<file path="src/common/supervisor_consts.svh">
`ifndef SUPERVISOR_CONSTS_SVH
`define SUPERVISOR_CONSTS_SVH

// --------------------------------------------------------------------------
// Word widths
// --------------------------------------------------------------------------

// Host pattern word
`define PAT_WIDTH 8

// Retiring program counter
`define PC_WIDTH 64

`define OP_WIDTH 4

// Core number field inside the pattern word
`define CORE_ID_WIDTH 4

// --------------------------------------------------------------------------
// Progress monitor
// --------------------------------------------------------------------------

// Equal valid PC samples that count as a hang
`define STUCK_LIMIT 500

// Wide enough to hold STUCK_LIMIT
`define STUCK_CNT_WIDTH 9

// --------------------------------------------------------------------------
// Sleep after verdict
// --------------------------------------------------------------------------

// Cycles from first verdict to core reset
`define SLEEP_DELAY 20

`define SLEEP_CNT_WIDTH 5

`endif

</file>
<file path="src/common/supervisorPkg.sv">
`include "supervisor_consts.svh"

package supervisorPkg;

  // Host opcodes, targeted ones first
  typedef enum logic [`OP_WIDTH-1:0] {
    opNone,
    opForceTileReset,
    opReleaseTileReset,
    opForceCoreReset,
    opReleaseCoreReset,
    opEnableMonitor,
    opGetCoreResetStatus,   // Status queries answer into the pattern
    opGetPassFailStatus,
    opGetProgramLoaded,
    opDisableStuckCheck
  } cmdOp_e;

  // Pattern seen as a command target
  typedef struct packed {
    logic [`PAT_WIDTH-`CORE_ID_WIDTH-1:0] pad;
    logic [`CORE_ID_WIDTH-1:0]            coreId;
  } patTarget_s;

  // Pattern seen as a pass/fail answer
  typedef struct packed {
    logic [`PAT_WIDTH-3:0] pad;
    logic                  fail;
    logic                  pass;   // Bit 0
  } patVerdict_s;

  // One register, two readings
  typedef union packed {
    patTarget_s            target;
    patVerdict_s           verdict;
    logic [`PAT_WIDTH-1:0] raw;
  } patWord_u;

endpackage

</file>
<file path="src/logic/commandDecoder.sv">
`include "supervisor_consts.svh"

// Turns host command strobes into registered one-cycle op pulses.
// The pattern target is judged here against this core's number, on the
// same edge that samples the strobe.
module commandDecoder #(
  parameter logic [`CORE_ID_WIDTH-1:0] myCoreId = '0
) (
  input  logic                    dvtFlags,
  input  logic                    pcFail,
  input  logic                    cmdValid,
  input  supervisorPkg::cmdOp_e   cmdOp,
  input  supervisorPkg::patWord_u patWord,
  output supervisorPkg::cmdOp_e   opPulse,
  output logic                    opValid,
  output logic                    targetHit,
  output logic                    stuckDisable
);

  logic idMatch;
  logic stuckCmd;

  // --------------------------------------------------------------------------
  // Target compare and stuck-check split
  // --------------------------------------------------------------------------

  assign idMatch  = (patWord.target.coreId == myCoreId);
  assign stuckCmd = cmdValid && (cmdOp == supervisorPkg::opDisableStuckCheck);

  // --------------------------------------------------------------------------
  // Op register
  // --------------------------------------------------------------------------

  always_ff @(posedge dvtFlags or posedge pcFail) begin
    if (pcFail) begin
      opPulse      <= supervisorPkg::opNone;
      opValid      <= 1'b0;
      targetHit    <= 1'b0;
      stuckDisable <= 1'b0;
    end else begin
      opValid <= cmdValid;                  // One pulse per strobe
      if (cmdValid) begin
        opPulse <= cmdOp;
      end else begin
        opPulse <= supervisorPkg::opNone;   // Idle op between strobes
      end

      // Level tracks the pattern every cycle
      targetHit    <= idMatch;

      // Not targeted, acts on every core
      stuckDisable <= stuckCmd;
    end
  end

endmodule

</file>
<file path="src/monitor/pcProgressMonitor.sv">
`include "supervisor_consts.svh"

// Watches the retiring PC and latches a single pass or fail verdict.
// Samples are captured one edge, then matched and counted the next.
module pcProgressMonitor (
  input  logic                 dvtFlags,
  input  logic                 pcFail,
  input  logic [`PC_WIDTH-1:0] pcValue,
  input  logic                 pcValid,
  input  logic                 coreReset,
  input  logic [`PC_WIDTH-1:0] passAddr,
  input  logic [`PC_WIDTH-1:0] failAddr,
  input  logic [`PC_WIDTH-1:0] hangAddr,
  input  logic                 addrValid,
  input  logic                 stuckDisable,
  output logic                 testPass,
  output logic                 testFail
);

  localparam logic [`STUCK_CNT_WIDTH-1:0] stuckLimit = `STUCK_LIMIT;

  logic [`PC_WIDTH-1:0]        pcQ;
  logic [`PC_WIDTH-1:0]        lastPc;
  logic                        sampleValid;
  logic                        haveLast;
  logic                        checkerEn;
  logic [`STUCK_CNT_WIDTH-1:0] stuckCnt;
  logic [`STUCK_CNT_WIDTH-1:0] stuckCntNext;
  logic                        pcRepeat;
  logic                        stuckHit;
  logic                        passHit;
  logic                        failHit;
  logic                        decided;

  // --------------------------------------------------------------------------
  // Capture stage
  // --------------------------------------------------------------------------

  always_ff @(posedge dvtFlags) begin
    pcQ <= pcValue;
    if (sampleValid) begin
      lastPc <= pcQ;   // Previous valid PC
    end
  end

  always_ff @(posedge dvtFlags or posedge pcFail) begin
    if (pcFail) begin
      sampleValid <= 1'b0;
      haveLast    <= 1'b0;
      checkerEn   <= 1'b1;
      stuckCnt    <= '0;
    end else begin
      sampleValid <= pcValid && !coreReset;   // Core asleep, PC ignored
      if (sampleValid) begin
        haveLast <= 1'b1;
      end
      if (stuckDisable) begin
        checkerEn <= 1'b0;
      end
      stuckCnt <= stuckCntNext;
    end
  end

  // --------------------------------------------------------------------------
  // Stuck counter, saturates at the limit
  // --------------------------------------------------------------------------

  assign pcRepeat = haveLast && (pcQ == lastPc);

  always_comb begin
    stuckCntNext = stuckCnt;
    if (sampleValid) begin
      if (!pcRepeat) begin
        stuckCntNext = '0;
      end else if (stuckCnt != stuckLimit) begin
        stuckCntNext = stuckCnt + 1'b1;
      end
    end
  end

  assign stuckHit = checkerEn && (stuckCntNext == stuckLimit);

  // Zero entries in the table are unused
  assign passHit = (passAddr != '0) && (pcQ == passAddr);
  assign failHit = ((failAddr != '0) && (pcQ == failAddr)) ||
                   ((hangAddr != '0) && (pcQ == hangAddr));
  assign decided = testPass || testFail;

  // --------------------------------------------------------------------------
  // Sticky verdict, first one wins
  // --------------------------------------------------------------------------

  always_ff @(posedge dvtFlags or posedge pcFail) begin
    if (pcFail) begin
      testPass <= 1'b0;
      testFail <= 1'b0;
    end else if (!decided) begin
      if (stuckHit) begin
        testFail <= 1'b1;
      end else if (sampleValid) begin
        if (!addrValid) begin
          testFail <= 1'b1;   // PC running without a loaded table
        end else if (passHit) begin
          testPass <= 1'b1;
        end else if (failHit) begin
          testFail <= 1'b1;
        end
      end
    end
  end

endmodule

</file>
<file path="src/logic/resetStatusUnit.sv">
`include "supervisor_consts.svh"

// Holds the tile and core reset levels, puts the core to sleep after the
// verdict, and owns the pattern register that queries answer into.
module resetStatusUnit (
  input  logic                    dvtFlags,
  input  logic                    pcFail,
  input  supervisorPkg::cmdOp_e   opPulse,
  input  logic                    opValid,
  input  logic                    targetHit,
  input  logic                    patWrite,
  input  logic [`PAT_WIDTH-1:0]   patIn,
  input  logic                    programLoaded,
  input  logic                    testPass,
  input  logic                    testFail,
  output supervisorPkg::patWord_u patWord,
  output logic                    tileReset,
  output logic                    coreReset,
  output logic                    monitorEnable,
  output logic                    cmdDone
);

  localparam logic [`SLEEP_CNT_WIDTH-1:0] sleepLoad = `SLEEP_DELAY - 1;
  localparam logic [`SLEEP_CNT_WIDTH-1:0] sleepLast = 1;

  logic                        hit;
  logic                        verdict;
  logic                        verdictQ;
  logic                        verdictRise;
  logic                        sleepArmed;
  logic [`SLEEP_CNT_WIDTH-1:0] sleepCnt;
  logic                        sleepFire;

  assign hit         = opValid && targetHit;   // Targeted op for this core
  assign verdict     = testPass || testFail;
  assign verdictRise = verdict && !verdictQ;
  assign sleepFire   = sleepArmed && (sleepCnt == sleepLast);

  // --------------------------------------------------------------------------
  // Sleep timer
  // --------------------------------------------------------------------------

  // Loaded one edge after the verdict rises, so the core reset lands
  // SLEEP_DELAY edges after the verdict edge
  always_ff @(posedge dvtFlags or posedge pcFail) begin
    if (pcFail) begin
      verdictQ   <= 1'b0;
      sleepArmed <= 1'b0;
      sleepCnt   <= '0;
    end else begin
      verdictQ <= verdict;
      if (verdictRise && !coreReset) begin
        sleepArmed <= 1'b1;
        sleepCnt   <= sleepLoad;
      end else if (sleepFire) begin
        sleepArmed <= 1'b0;
      end else if (sleepArmed) begin
        sleepCnt <= sleepCnt - 1'b1;
      end
    end
  end

  // --------------------------------------------------------------------------
  // Reset and monitor levels
  // --------------------------------------------------------------------------

  always_ff @(posedge dvtFlags or posedge pcFail) begin
    if (pcFail) begin
      tileReset     <= 1'b1;   // Tile held until the program is in
      coreReset     <= 1'b0;
      monitorEnable <= 1'b0;
    end else begin
      if (hit) begin
        case (opPulse)
          supervisorPkg::opForceTileReset:   tileReset     <= 1'b1;
          supervisorPkg::opReleaseTileReset: tileReset     <= 1'b0;
          supervisorPkg::opForceCoreReset:   coreReset     <= 1'b1;
          supervisorPkg::opReleaseCoreReset: coreReset     <= 1'b0;
          supervisorPkg::opEnableMonitor:    monitorEnable <= 1'b1;
          default: ;
        endcase
      end
      if (sleepFire) begin
        coreReset <= 1'b1;   // Sleep wins over a release on the same edge
      end
    end
  end

  // --------------------------------------------------------------------------
  // Pattern register and completion
  // --------------------------------------------------------------------------

  always_ff @(posedge dvtFlags or posedge pcFail) begin
    if (pcFail) begin
      patWord <= '0;
      cmdDone <= 1'b0;
    end else begin
      cmdDone <= opValid;   // Every command completes, hit or not
      if (patWrite) begin
        patWord.raw <= patIn;
      end
      if (opValid) begin
        case (opPulse)
          supervisorPkg::opGetCoreResetStatus: patWord.raw[0] <= coreReset;
          supervisorPkg::opGetProgramLoaded:   patWord.raw[0] <= programLoaded;
          supervisorPkg::opGetPassFailStatus: begin
            patWord.verdict <= '{pad: '0, fail: testFail, pass: testPass};
          end
          default: ;
        endcase
      end
    end
  end

endmodule

</file>
<file path="src/logic/coreSupervisor.sv">
`include "supervisor_consts.svh"

// Per-core test supervisor
module coreSupervisor #(
  parameter logic [`CORE_ID_WIDTH-1:0] myCoreId = '0
) (
  input  logic                  dvtFlags,
  input  logic                  pcFail,
  // Host side
  input  logic                  patWrite,
  input  logic [`PAT_WIDTH-1:0] patIn,
  input  logic                  cmdValid,
  input  supervisorPkg::cmdOp_e cmdOp,
  // Core side
  input  logic [`PC_WIDTH-1:0]  pcValue,
  input  logic                  pcValid,
  input  logic                  programLoaded,
  // Pass/fail address table
  input  logic [`PC_WIDTH-1:0]  passAddr,
  input  logic [`PC_WIDTH-1:0]  failAddr,
  input  logic [`PC_WIDTH-1:0]  hangAddr,
  input  logic                  addrValid,
  // Controls and status
  output logic                  tileReset,
  output logic                  coreReset,
  output logic                  monitorEnable,
  output logic                  testPass,
  output logic                  testFail,
  output logic [`PAT_WIDTH-1:0] patOut,
  output logic                  cmdDone
);

  supervisorPkg::patWord_u patWord;
  supervisorPkg::cmdOp_e   opPulse;
  logic                    opValid;
  logic                    targetHit;
  logic                    stuckDisable;

  commandDecoder #(
    .myCoreId (myCoreId)
  ) i_commandDecoder (
    .dvtFlags     (dvtFlags),
    .pcFail       (pcFail),
    .cmdValid     (cmdValid),
    .cmdOp        (cmdOp),
    .patWord      (patWord),
    .opPulse      (opPulse),
    .opValid      (opValid),
    .targetHit    (targetHit),
    .stuckDisable (stuckDisable)
  );

  pcProgressMonitor i_pcProgressMonitor (
    .dvtFlags     (dvtFlags),
    .pcFail       (pcFail),
    .pcValue      (pcValue),
    .pcValid      (pcValid),
    .coreReset    (coreReset),   // PC ignored while asleep
    .passAddr     (passAddr),
    .failAddr     (failAddr),
    .hangAddr     (hangAddr),
    .addrValid    (addrValid),
    .stuckDisable (stuckDisable),
    .testPass     (testPass),
    .testFail     (testFail)
  );

  resetStatusUnit i_resetStatusUnit (
    .dvtFlags      (dvtFlags),
    .pcFail        (pcFail),
    .opPulse       (opPulse),
    .opValid       (opValid),
    .targetHit     (targetHit),
    .patWrite      (patWrite),
    .patIn         (patIn),
    .programLoaded (programLoaded),
    .testPass      (testPass),
    .testFail      (testFail),
    .patWord       (patWord),
    .tileReset     (tileReset),
    .coreReset     (coreReset),
    .monitorEnable (monitorEnable),
    .cmdDone       (cmdDone)
  );

  assign patOut = patWord.raw;

endmodule

</file>
<file path="config.mk">
export PLATFORM = sky130hd
export DESIGN_NAME = coreSupervisor
export DESIGN_NICKNAME = d
export VERILOG_FILES = /design/src/common/supervisorPkg.sv /design/src/logic/commandDecoder.sv /design/src/monitor/pcProgressMonitor.sv /design/src/logic/resetStatusUnit.sv /design/src/logic/coreSupervisor.sv
export VERILOG_INCLUDE_DIRS = /design/src /design/src/common
export SDC_FILE = /design/constraint.sdc
export NUM_CORES = 1
export LEC_CHECK = 0
export ABC_AREA = 1
export ABC_CLOCK_PERIOD_IN_PS = 8900
export BUFFER_PORTS_ARGS = -buffer_cell sky130_fd_sc_hd__buf_2
export CAP_MARGIN = 40
export CORE_AREA = 2 2 144 146
export DETAILED_ROUTE_END_ITERATION = 6
export DIE_AREA = 0 0 146 148
export HOLD_SLACK_MARGIN = 0.12
export PLACE_DENSITY = 0.76
export SLEW_MARGIN = 5
export SYNTH_ARGS = -nofsm -noshare
export SYNTH_HDL_FRONTEND = slang
export SYNTH_HIERARCHICAL = 1
export SYNTH_SLANG_ARGS = --single-unit
</file>
<file path="constraint.sdc">
create_clock -name dvtFlags -period 8.9 [get_ports dvtFlags]
set_clock_uncertainty 0.15 [all_clocks]
set_input_delay 0.445 -clock dvtFlags [delete_from_list [all_inputs] [get_ports dvtFlags]]
set_output_delay 0.445 -clock dvtFlags [all_outputs]
set_load 0.05 [all_outputs]
</file>
After elaboration in Yosys (flattened, before gate mapping)
Cells that the tools add are included.

Add/subtract/negate cells: 2. Eq/ne operators: 19. Mux-type cells: 22. Bitwise operators: 2. Reductions and logical operators: 31.

Operator list (number): == test 64 bit (4); nonzero test 64 bit (3); two-way mux 9 bit (3); == test 4 x 3 -> 1 bit, second input constant (4); two-way mux 8 bit (2); two-way mux 5 bit (3); logical AND 1 bit (11); nonzero test 2 bit (5); adder 9 x 1 -> 9 bit, second input constant (1); == test 9 bit, second input constant (1); two-way mux 1 bit (9); != test 9 bit, second input constant (1); == test 4 x 2 -> 1 bit, second input constant (2); == test 4 bit, second input constant (2); AND reduction 2 bit (4); two-way mux 7 bit (1); == test 5 x 1 -> 1 bit, second input constant (1); AND reduction 5 bit (1); subtractor 5 x 1 -> 5 bit, second input constant (1); == test 4 x 1 -> 1 bit, second input constant (1); logical NOT 4 bit (1); two-way mux 4 bit (1); one-hot mux 1 bit (2 select lines) (2); AND reduction 4 bit (1); 8 further kinds (11).

Bits in registers: 168. Input port bits: 275. Logic and storage cells: 96.

Depth between registers and ports, before layout
Gate-level depths: netlist of run 1.

Word-level depth: 8. Gate-level depth with buffers: 18.

Modules after synthesis
Netlist of run 1, hierarchy kept.

Modules (own cells, without submodules): pcProgressMonitor (instances 1, cells each 1209, area an instance 8521.9 µm², sequential area each 3554.7 µm²); resetStatusUnit (instances 1, cells each 123, area an instance 1047.3 µm², sequential area each 476.7 µm²); commandDecoder (instances 1, cells each 24, area an instance 242.7 µm², sequential area each 175.2 µm²).

Worst setup path before layout of run 1
OpenSTA, ideal clock, no wires.

Kind: register to register. Start point: register i_pcProgressMonitor.sampleValid. End point: register i_pcProgressMonitor.testFail. Arrival: 2.704 ns. Slack: 5.980 ns. Cell stages (with the launch flop): 11. Path buffers: 0. Cells stage by stage: dfrtp_1 -> o21ai_0 -> nor2_1 -> nand3_1 -> nor2_1 -> nand3_1 -> nor2_1 -> nand4_1 -> nand2_1 -> nand2_1 -> nand2_1.

Longest elaborated chain between the ends: 5.

RTL lines: start: declaration (line pcProgressMonitor.sv:24) `logic sampleValid;`; start signal: assignment (line pcProgressMonitor.sv:53) `sampleValid <= pcValid && !coreReset;`; two-way mux 9 bit (line pcProgressMonitor.sv:72) `if (sampleValid) begin`; == test 9 bit (line pcProgressMonitor.sv:81) `assign stuckHit = checkerEn && (stuckCntNext == stuckLimit);`; logical AND 1 bit (line pcProgressMonitor.sv:81); != test 3 x 2 -> 1 bit (no source line) (tied with other cells); AND reduction 4 bit (no source line); end signal: assignment (line pcProgressMonitor.sv:96) `testFail <= 1'b0;`; end signal: assignment (line pcProgressMonitor.sv:99) `testFail <= 1'b1;`; end signal: assignment (line pcProgressMonitor.sv:102) `testFail <= 1'b1;`; end: declaration (line pcProgressMonitor.sv:17) `output logic testFail`.

Several ways; a longest one is shown, not always the timed one. A chain may end at the register's enable or synchronous reset.

Worst setup path after layout of run 1
Start point: register i_pcProgressMonitor.pcQ[25]. End point: register i_pcProgressMonitor.testFail.

Longest elaborated chain between the ends: 8.

RTL lines: start: declaration (line pcProgressMonitor.sv:22) `` logic [`PC_WIDTH-1:0] pcQ; ``; start signal: assignment (line pcProgressMonitor.sv:40) `pcQ <= pcValue;`; == test 64 bit (line pcProgressMonitor.sv:68) `assign pcRepeat = haveLast && (pcQ == lastPc);`; logical AND 1 bit (line pcProgressMonitor.sv:68); two-way mux 9 bit (line pcProgressMonitor.sv:73) `if (!pcRepeat) begin`; two-way mux 9 bit (line pcProgressMonitor.sv:72); == test 9 bit (line pcProgressMonitor.sv:81); logical AND 1 bit (line pcProgressMonitor.sv:81); != test 3 x 2 -> 1 bit (no source line) (tied with other cells); AND reduction 4 bit (no source line).

Several ways; a longest one is shown, not always the timed one.

==> flow_metrics.py, run 1 <==
metrics = {
    "run_status": {
        "status": "completed",
    },
    "synth": {
        "yosys.area.top_type": "edfxtp_1",
        "synth_ff_type": "edfxtp_1",
        "synth_most_common_cell": "nand2_1",
        "synth-edff-count": 64,
        "ys_seq_area_share_pct": 42.87,
        "synthDistinctLibCells": 40,
        "yosysWarningCount": 6,
        "netlist_instances": 1356,
        "synth_area_leaders": "edfxtp_1, nand2_1, dfxtp_1, dfrtp_1, xnor2_1",
        "async_flop_share_pct": 23.81,
        "netlist_top_cells_count": "nand2_1, nor2_1, inv_1",
        "mappedNetlistArea_sq_um": 9812,
        "synth_top_area_share_pct": 19.59,
        "synthesis.nets": 1635,
        "syn-mean-instance-area_sq_um": 7.236,
        "yosys_register_bits": 168,
    },
    "finish": {
        "nets": 2000,
        "fin_cells": 2005,
        "final_area_sq_um": 12840,
        "areaGrowthSynthToFinish_pct": 30.83,
        "layout-drive-gt1-share_pct": 22.78,
    },
    "global_routing": {
        "grt_first_pass_wirelength_um": 55040,
        "overflow": 0,
        "track_usage_pct": 34.21,
        "use_met2_pct": 55.68,
        "grt_start_max_net_pins": 44,
        "antenna_found_initial": 2,
        "met3_usage_pct": 8.179,
        "busiest_layer": "met2",
        "use_met1_pct": 45.08,
        "grt_pass1_vias": 9786,
    },
    "floorplanning": {
        "initial_utilization_pct": 48.96,
        "die_h_um": 148,
        "core_region_area_sq_um": 20040,
        "die-area_sq_um": 21610,
        "placementRows": 52,
        "die_w_um": 146,
        "io_pins": 289,
    },
    "pwr": {
        "finalPower_mw": 2.024,
        "p_int_mw": 1.381,
        "netSwitchingPower_mw": 0.6422,
        "vdd_drop_max_uv": 120.6,
        "swShare_pct": 31.73,
        "p_leak_nw": 6.303,
        "power_frac_clock_pct": 36.4,
        "comb_power_share_pct": 19.3,
        "seqPwrFrac_pct": 44.3,
        "p_per_area_nw_per_um2": 157.6,
    },
    "setup_path": {
        "path_class": "register to register",
        "crit_path_end_kind": "register",
        "worstPathRequired_ns": 9.12,
        "arrival_ns": 2.32,
        "critPathMaxFanout": 6,
        "startpoint_type": "register",
    },
    "job": {
        "cap_violations": 0,
    },
    "clock_tree": {
        "cts.sinks": 168,
        "postCtsSetupBuffers": 0,
        "cts_buffers": 17,
        "cts_buffer_depth": 2,
        "path_clk_slew_ns": 0.08,
        "insertion_delay_ns": 0.43,
        "cts_tree": "yes",
        "htree_num_levels": 4,
        "root_buffer": "clkbuf_16",
    },
    "route": {
        "ant_nets": 0,
        "dr.pass1.iters": 6,
        "remaining_drc_errors": 0,
        "vias": 10263,
        "post_drt_wl_per_cell_um": 18.49,
        "vias_per_cell": 5.119,
        "totalWireLength_um": 37070,
        "drtIter0Drc": 1129,
    },
    "sta": {
        "finalSetupViolCount": 0,
        "finalMaxSlewViolations": 0,
        "fin_ws_ns": 6.799,
        "grt_setup_unrepaired": "no",
        "fmax_mhz": 475.9,
        "fin_crit_ns": 2.101,
        "hold_viol": 0,
        "fin_crit_sh_pct": 23.61,
        "tns_ns": 0,
        "tightest_slew_ns": 0.7565,
        "slew_headroom_pct": 49.51,
    },
    "placement": {
        "io_buffers": 288,
        "hpwl_um": 29760,
        "dp_slack_ns": 6.796,
        "gp_congestion": 1.030,
        "placed_cells": 1901,
        "placed_area_sq_um": 11550,
    },
    "hold_path": {
        "hp-class": "primary input to register",
    },
}
[what timing repair did]
action | CTS | global route
hold buffers | 71 | 0
endpoints found under the hold margin | 109 | 0
gates resized for setup | 0 | 0
[cell families after synthesis]
kind of cell | share of synthesized area (%)
and+or+nand+nor | 32.50
muxes | 0.6886
xor gates and xnor gates | 11.43
AOI/OAI and AO/OA | 3.826
DFF | 42.87
buffers and inverters | 8.174
adders and majority gates | 0.5101
[per-stage QoR]
stage                     hold slack (ns)  utilization [%]
final                              0.1686            64.06
after detailed placement           0.2077            57.62
after global placement             0.2026            57.48
after floorplan                   0.09840                -
after global routing               0.1630            64.05
after CTS                          0.1527            64.05
[power groups by stage]
| stage | clock [mW] | sequential (mW) | combinational, mW |
|---|---|---|---|
| 3_3_place_gp | 0 | 0.912 | 0.351 |
| 4_1_cts | 0.746 | 0.896 | 0.381 |
| 3_5_place_dp | 0 | 0.913 | 0.354 |
| 5_1_grt | 0.779 | 0.903 | 0.422 |
| 2_1_floorplan | 0 | 0.923 | 0.172 |
| 6_report | 0.736 | 0.897 | 0.390 |
[flip-flops by register name, summed over array words and instances (netlist names), 4 cells and up]
register                      count
i_pcProgressMonitor/lastPc       64
i_commandDecoder/opPulse          4
i_resetStatusUnit/patWord         8
i_pcProgressMonitor/pcQ          64
i_pcProgressMonitor/stuckCnt      9
i_resetStatusUnit/sleepCnt        5
[cell usage in the layout, fill, tap and decap left out, types with 32 or more instances in the layout]
cell type	Yosys	layout
dfxtp_1	64	64
nand3_1	32	32
buf_2	14	288
edfxtp_1	64	64
xnor2_1	108	108
nor2_1	239	239
dfrtp_1	38	37
nand2_1	430	430
inv_1	155	155
inv_2	36	36
dlygate4sd3_1	0	71
nand4_1	40	40
[worst max-delay path, cell delays in order (launching register included)]
cell and delay, ns:
dfxtp_1 0.52, o21ai_0 0.15, nor2_1 0.17, nand2_1 0.07, nor2_1 0.18, nand2_1 0.11
nor2_1 0.18, nand3_1 0.09, nand2_1 0.11, nand4_1 0.13, nand2_1 0.09, nand2_1 0.04
nand2_1 0.05
[path summary, 6_finish.rpt]
check	depth (start not counted)	startpoint	slack, ns	to
max in group asynchronous	3	pcFail	7.57	i_resetStatusUnit/monitorEnable
worst min register to register	1	i_commandDecoder/stuckDisable	0.21	i_pcProgressMonitor/checkerEn
worst max register to register	12	i_pcProgressMonitor/pcQ[25]	6.80	i_pcProgressMonitor/testFail
min in group asynchronous	3	pcFail	0.35	i_commandDecoder/opPulse[2]
worst min-delay path	4	patIn[6]	0.17	i_resetStatusUnit/patWord[6]
worst max-delay path	12	i_pcProgressMonitor/pcQ[25]	6.80	i_pcProgressMonitor/testFail
[area by class of cell]
cell class	instances	area, sq um
antenna	1	2.502
clock buffer	17	425.4
clock inverter	15	152.6
fill	1817	7202
inverter	192	720.7
multi-input combinational	981	4803
sequential	168	4208
tap	270	337.8
timing repair buffer	361	2187
[per-layer routing]
| layer | vias to the layer above | routed length, um |
|---|---|---|
| li1 | 4901 | - |
| met1 | 4607 | 14620 |
| met2 | 679 | 16850 |
| met3 | 76 | 4419 |
| met4 | 0 | 1181 |
| met5 | - | 0 |
Note: power is estimated with default switching activity, not from simulation.
==> run 2, diff against run 1 <==
ABC_CLOCK_PERIOD_IN_PS = 1900   (was 8900)
CORE_AREA = 2 2 146 148   (was 2 2 144 146)
DIE_AREA = 0 0 148 150   (was 0 0 146 148)
PLACE_DENSITY = 0.77   (was 0.76)
clock period = 1.9 ns   (was 8.9 ns; I/O delays follow)
==> flow_metrics.py, run 2 (synthesis results as in run 1) <==
metrics = {
    "setup_path": {
        "path_class": "register to register",
        "startpoint_type": "register",
        "cpPeakStageDelay_ns": 0.37,
        "worstPathCellList": "inv_2 > ha_4 > nand2_2 > inv_2 > nand3_4 > nand4_1 > a21oi_2 > nand3_1 > nor2_1 > nand4_1 > nand2_1 > nand2_1",
        "cp_slowest_cell": "dfrtp_1",
        "worst-path-buf-inv": 2,
        "cp_top_family": "simple AND/OR/NAND/NOR gates",
        "arrival_ns": 2.15,
        "worstPathRequired_ns": 2.08,
        "crit_path_end_kind": "register",
        "critPathMaxFanout": 6,
    },
    "floorplanning": {
        "die-area_sq_um": 22200,
        "initial_utilization_pct": 47.42,
        "die_h_um": 150,
        "core_region_area_sq_um": 20690,
        "die_w_um": 148,
        "io_pins": 289,
        "placementRows": 53,
    },
    "run_status": {
        "status": "finished with violations",
        "violations": "setup timing",
    },
    "placement": {
        "dp_slack_ns": -0.1536,
        "placed_area_sq_um": 11760,
        "io_buffers": 288,
        "hpwl_um": 30240,
        "gp_congestion": 1.073,
    },
    "clock_tree": {
        "path_clk_slew_ns": 0.07,
        "cts.sinks": 168,
        "cts_buffer_depth": 2,
        "cts_buffers": 17,
        "root_buffer": "clkbuf_16",
        "htree_num_levels": 4,
        "cts_tree": "yes",
        "insertion_delay_ns": 0.44,
    },
    "sta": {
        "tightest_slew_ns": 0.7485,
        "finalMaxSlewViolations": 0,
        "fmax_mhz": 507.0,
        "fin_ws_ns": -0.07221,
        "slew_headroom_pct": 50.05,
        "fin_crit_ns": 1.972,
        "tns_ns": -0.1404,
        "fin_crit_sh_pct": 103.8,
        "grt_setup_unrepaired": "yes",
        "hold_viol": 0,
        "finalSetupViolCount": 2,
    },
    "finish": {
        "final_common_cell": "nand2_1",
        "reg_top3": "i_pcProgressMonitor/lastPc x64, i_pcProgressMonitor/pcQ x64, i_pcProgressMonitor/stuckCnt x9",
        "fin_util_pct": 65.62,
        "final_area_sq_um": 13580,
        "final_cell_mix": "nand2_1, buf_2, nor2_1, inv_1, xnor2_1",
        "nets": 2061,
        "fillerInstances": 1790,
        "areaGrowthSynthToFinish_pct": 38.37,
        "layout-drive-gt1-share_pct": 28.13,
    },
    "route": {
        "vias": 10640,
        "vias_per_cell": 5.138,
        "remaining_drc_errors": 0,
        "drtIter0Drc": 1062,
        "dr.pass1.iters": 6,
        "post_drt_wl_per_cell_um": 18.82,
        "totalWireLength_um": 38990,
        "ant_nets": 0,
    },
    "global_routing": {
        "grt_first_pass_wirelength_um": 57440,
        "grt_start_max_net_pins": 69,
        "antenna_found_initial": 1,
        "track_usage_pct": 34.85,
        "grt_pass1_vias": 10155,
        "overflow": 0,
    },
    "pwr": {
        "p_per_area_nw_per_um2": 713.6,
        "vdd_drop_max_uv": 529.9,
        "finalPower_mw": 9.689,
        "p_leak_nw": 6.588,
    },
    "hold_path": {
        "hp-class": "primary input to register",
    },
    "job": {
        "cap_violations": 0,
    },
}
## run 2: repair_timing
| item | 4_1_cts | 5_1_grt |
|---|---|---|
| pin swaps | 9 | 11 |
| setup endpoints to repair | 11 | 12 |
| gates resized for setup | 43 | 43 |
| buffers inserted | 6 | 2 |
| hold buffers | 98 | 1 |
| endpoints found under the hold margin | 121 | 1 |
| gates cloned | 0 | 0 |
## run 2: path summary, 6_finish.rpt
check                                           startpoint  slack [ns]  depth (start not counted)                              end
max in group asynchronous                           pcFail        0.24                          5      i_commandDecoder/opPulse[3]
max                        i_pcProgressMonitor/stuckCnt[0]       -0.07                         12     i_pcProgressMonitor/testPass
min in group asynchronous                           pcFail        0.70                          4  i_pcProgressMonitor/stuckCnt[3]
max reg2reg                i_pcProgressMonitor/stuckCnt[0]       -0.07                         12     i_pcProgressMonitor/testPass
min reg2reg                  i_commandDecoder/stuckDisable        0.26                          1    i_pcProgressMonitor/checkerEn
min                                            pcValue[48]        0.14                          2      i_pcProgressMonitor/pcQ[48]
## run 2: through the flow
| step | cells | hold WS, ns |
|---|---|---|
| finish | 2071 | 0.1373 |
| global route | 2071 | 0.1249 |
| CTS | 2068 | 0.1205 |
| detailed placement | 1932 | -0.1031 |
| global placement | 1932 | -0.09815 |
| floorplan | 1356 | -0.2516 |
## run 2: cell type report
cell class                      count  area [sq um]  share of cell area (%)
Clock buffer                       19         432.9                   3.189
Tap cell                          275         344.1                   2.534
Antenna cell                        1         2.502                 0.01843
Sequential cell                   168          4284                   31.55
Multi-Input combinational cell    981          4950                   36.46
Inverter                          192         720.7                   5.308
Timing Repair Buffer              422          2705                   19.92
Clock inverter                     13         137.6                   1.014
## run 2: per-layer routing
layer | up-vias | track usage, % | share of wire (%)
met2 | 667 | 57.18 | 46
met1 | 4853 | 44.42 | 38
li1 | 5029 | - | -
met5 | - | 0 | 0
met3 | 91 | 8.232 | 12
met4 | 0 | 14.24 | 4.1
## run 2: power by group
| part | total, mW | internal (mW) | switching, mW |
|---|---|---|---|
| registers | 4.20 | 3.98 | 0.227 |
| logic | 2.09 | 0.904 | 1.19 |
| clock network | 3.39 | 1.74 | 1.65 |
==> run 3, diff against run 2 <==
GPL_TIMING_DRIVEN = 0   (was default)
SKIP_LAST_GASP = 1   (was default)
==> flow_metrics.py, run 3 (synthesis results as in run 1) <==
metrics = {
    "sta": {
        "finalMaxSlewViolations": 0,
        "fin_ws_ns": -0.1035,
        "finalSetupViolCount": 2,
        "tightest_slew_ns": 0.7433,
        "fin_crit_sh_pct": 105.4,
        "fin_crit_ns": 2.003,
        "hold_viol": 0,
        "fmax_mhz": 499.1,
        "slew_headroom_pct": 50.39,
        "grt_setup_unrepaired": "yes",
        "tns_ns": -0.2029,
    },
    "setup_path": {
        "path_class": "register to register",
        "r2r_slack_ns": -0.10,
        "worstPathRequired_ns": 2.08,
        "arrival_ns": 2.19,
        "crit_path_end_kind": "register",
        "critPathMaxFanout": 6,
        "startpoint_type": "register",
    },
    "floorplanning": {
        "io_pins": 289,
        "die_w_um": 148,
        "core_region_area_sq_um": 20690,
        "die_h_um": 150,
        "placementRows": 53,
        "die-area_sq_um": 22200,
        "initial_utilization_pct": 47.42,
    },
    "finish": {
        "reg_top3": "i_pcProgressMonitor/lastPc x64, i_pcProgressMonitor/pcQ x64, i_pcProgressMonitor/stuckCnt x9",
        "final_common_cell": "nand2_1",
        "regArea_sq_um": 4298,
        "areaGrowthSynthToFinish_pct": 40.72,
        "nets": 2046,
        "final_cell_mix": "nand2_1, buf_2, nor2_1, inv_1, dlygate4sd3_1",
        "multiInputGateArea_sq_um": 5186,
        "fin_util_pct": 66.73,
        "fillerInstances": 1680,
        "layout-drive-gt1-share_pct": 29.94,
    },
    "route": {
        "ant_nets": 0,
        "drtIter0Drc": 1145,
        "post_drt_wl_per_cell_um": 18.83,
        "vias_per_cell": 5.193,
        "vias": 10719,
        "totalWireLength_um": 38860,
        "remaining_drc_errors": 0,
        "dr.pass1.iters": 7,
    },
    "placement": {
        "gp_congestion": 1.020,
        "io_buffers": 287,
        "hpwl_um": 29330,
        "dp_slack_ns": -0.2909,
    },
    "clock_tree": {
        "cts_tree": "yes",
        "htree_num_levels": 4,
        "cts.sinks": 168,
        "cts_buffer_depth": 2,
        "path_clk_slew_ns": 0.08,
        "cts_buffers": 17,
        "root_buffer": "clkbuf_16",
        "insertion_delay_ns": 0.44,
    },
    "global_routing": {
        "track_usage_pct": 34.36,
        "grt_pass1_vias": 10329,
        "overflow": 0,
        "grt_start_max_net_pins": 23,
        "grt_first_pass_wirelength_um": 56610,
        "antenna_found_initial": 9,
    },
    "run_status": {
        "status": "finished with violations",
        "violations": "setup timing",
    },
    "pwr": {
        "p_leak_nw": 6.664,
        "p_per_area_nw_per_um2": 717.8,
        "vdd_drop_max_uv": 629.5,
    },
    "job": {
        "cap_violations": 0,
    },
    "hold_path": {
        "hp-class": "primary input to async pin",
    },
}
-- run 3: final timing paths --
kind | from | end | cells past startpoint
min in group dvtFlags | pcValue[51] | i_pcProgressMonitor/pcQ[51] | 2
worst max-delay path | i_pcProgressMonitor/stuckCnt[1] | i_pcProgressMonitor/testPass | 14
worst min-delay path | pcFail | i_pcProgressMonitor/testPass | 3
max in group asynchronous | pcFail | i_commandDecoder/opPulse[0] | 4
worst max register to register | i_pcProgressMonitor/stuckCnt[1] | i_pcProgressMonitor/testPass | 14
worst min register to register | i_commandDecoder/stuckDisable | i_pcProgressMonitor/checkerEn | 1
-- run 3: stage by stage --
step | instances | hold WS [ns] | power [mW] | cell area, sq um
5_1_grt | 2060 | 0.1289 | 10.29 | 13800
2_1_floorplan | 1356 | -0.2516 | 5.128 | 9829
3_5_place_dp | 1919 | -0.09896 | 5.932 | 11640
3_3_place_gp | 1918 | -0.09708 | 5.886 | 11610
6_report | 2064 | 0.1380 | 9.911 | 13810
4_1_cts | 2049 | 0.1213 | 9.755 | 13600
-- run 3: routing by layer --
metal,share of wire [%],up-vias,global-route usage [%]
met5,0.028,-,0
met4,4.5,2,14.76
met3,12,144,7.439
met2,46,715,56.74
met1,37,4853,43.64
li1,-,5005,-
-- run 3: area by class of cell --
type / count / share of cell area [%]
multi-input combinational: 981 / 37.56
tap: 275 / 2.492
clock inverter: 12 / 0.8246
inverter: 192 / 5.220
antenna: 9 / 0.1631
timing repair buffer: 392 / 18.18
buffer: 15 / 0.9606
sequential: 168 / 31.13
clock buffer: 20 / 3.471
-- run 3: timing repair --
item	4_1_cts	5_1_grt
resized for setup	108	46
endpoints found under the hold margin	121	0
endpoints found under the setup margin	11	11
buffers inserted	5	6
gates cloned	1	0
pin swaps	16	25
hold buffers	92	0
-- run 3: report_power, final --
part	internal [mW]	switching (mW)	total [mW]	leakage, nW
logic	0.954	1.22	2.18	4.76
registers	3.97	0.213	4.18	1.61
clock network	1.89	1.65	3.55	0.291
total	6.82	3.09	9.91	6.66
-- run 3: worst max-delay path, stage by stage (launching register included) --
cell and delay (ns):
dfrtp_1 0.40, inv_2 0.08, ha_4 0.17, nand2_2 0.06, inv_2 0.04, nand3_4 0.14
nand2_1 0.09, nand2_2 0.08, nand3_2 0.08, nor2_2 0.13, nand3_1 0.09, nor2_1 0.13
nand4_1 0.13, nand2_1 0.09, nand2_1 0.06
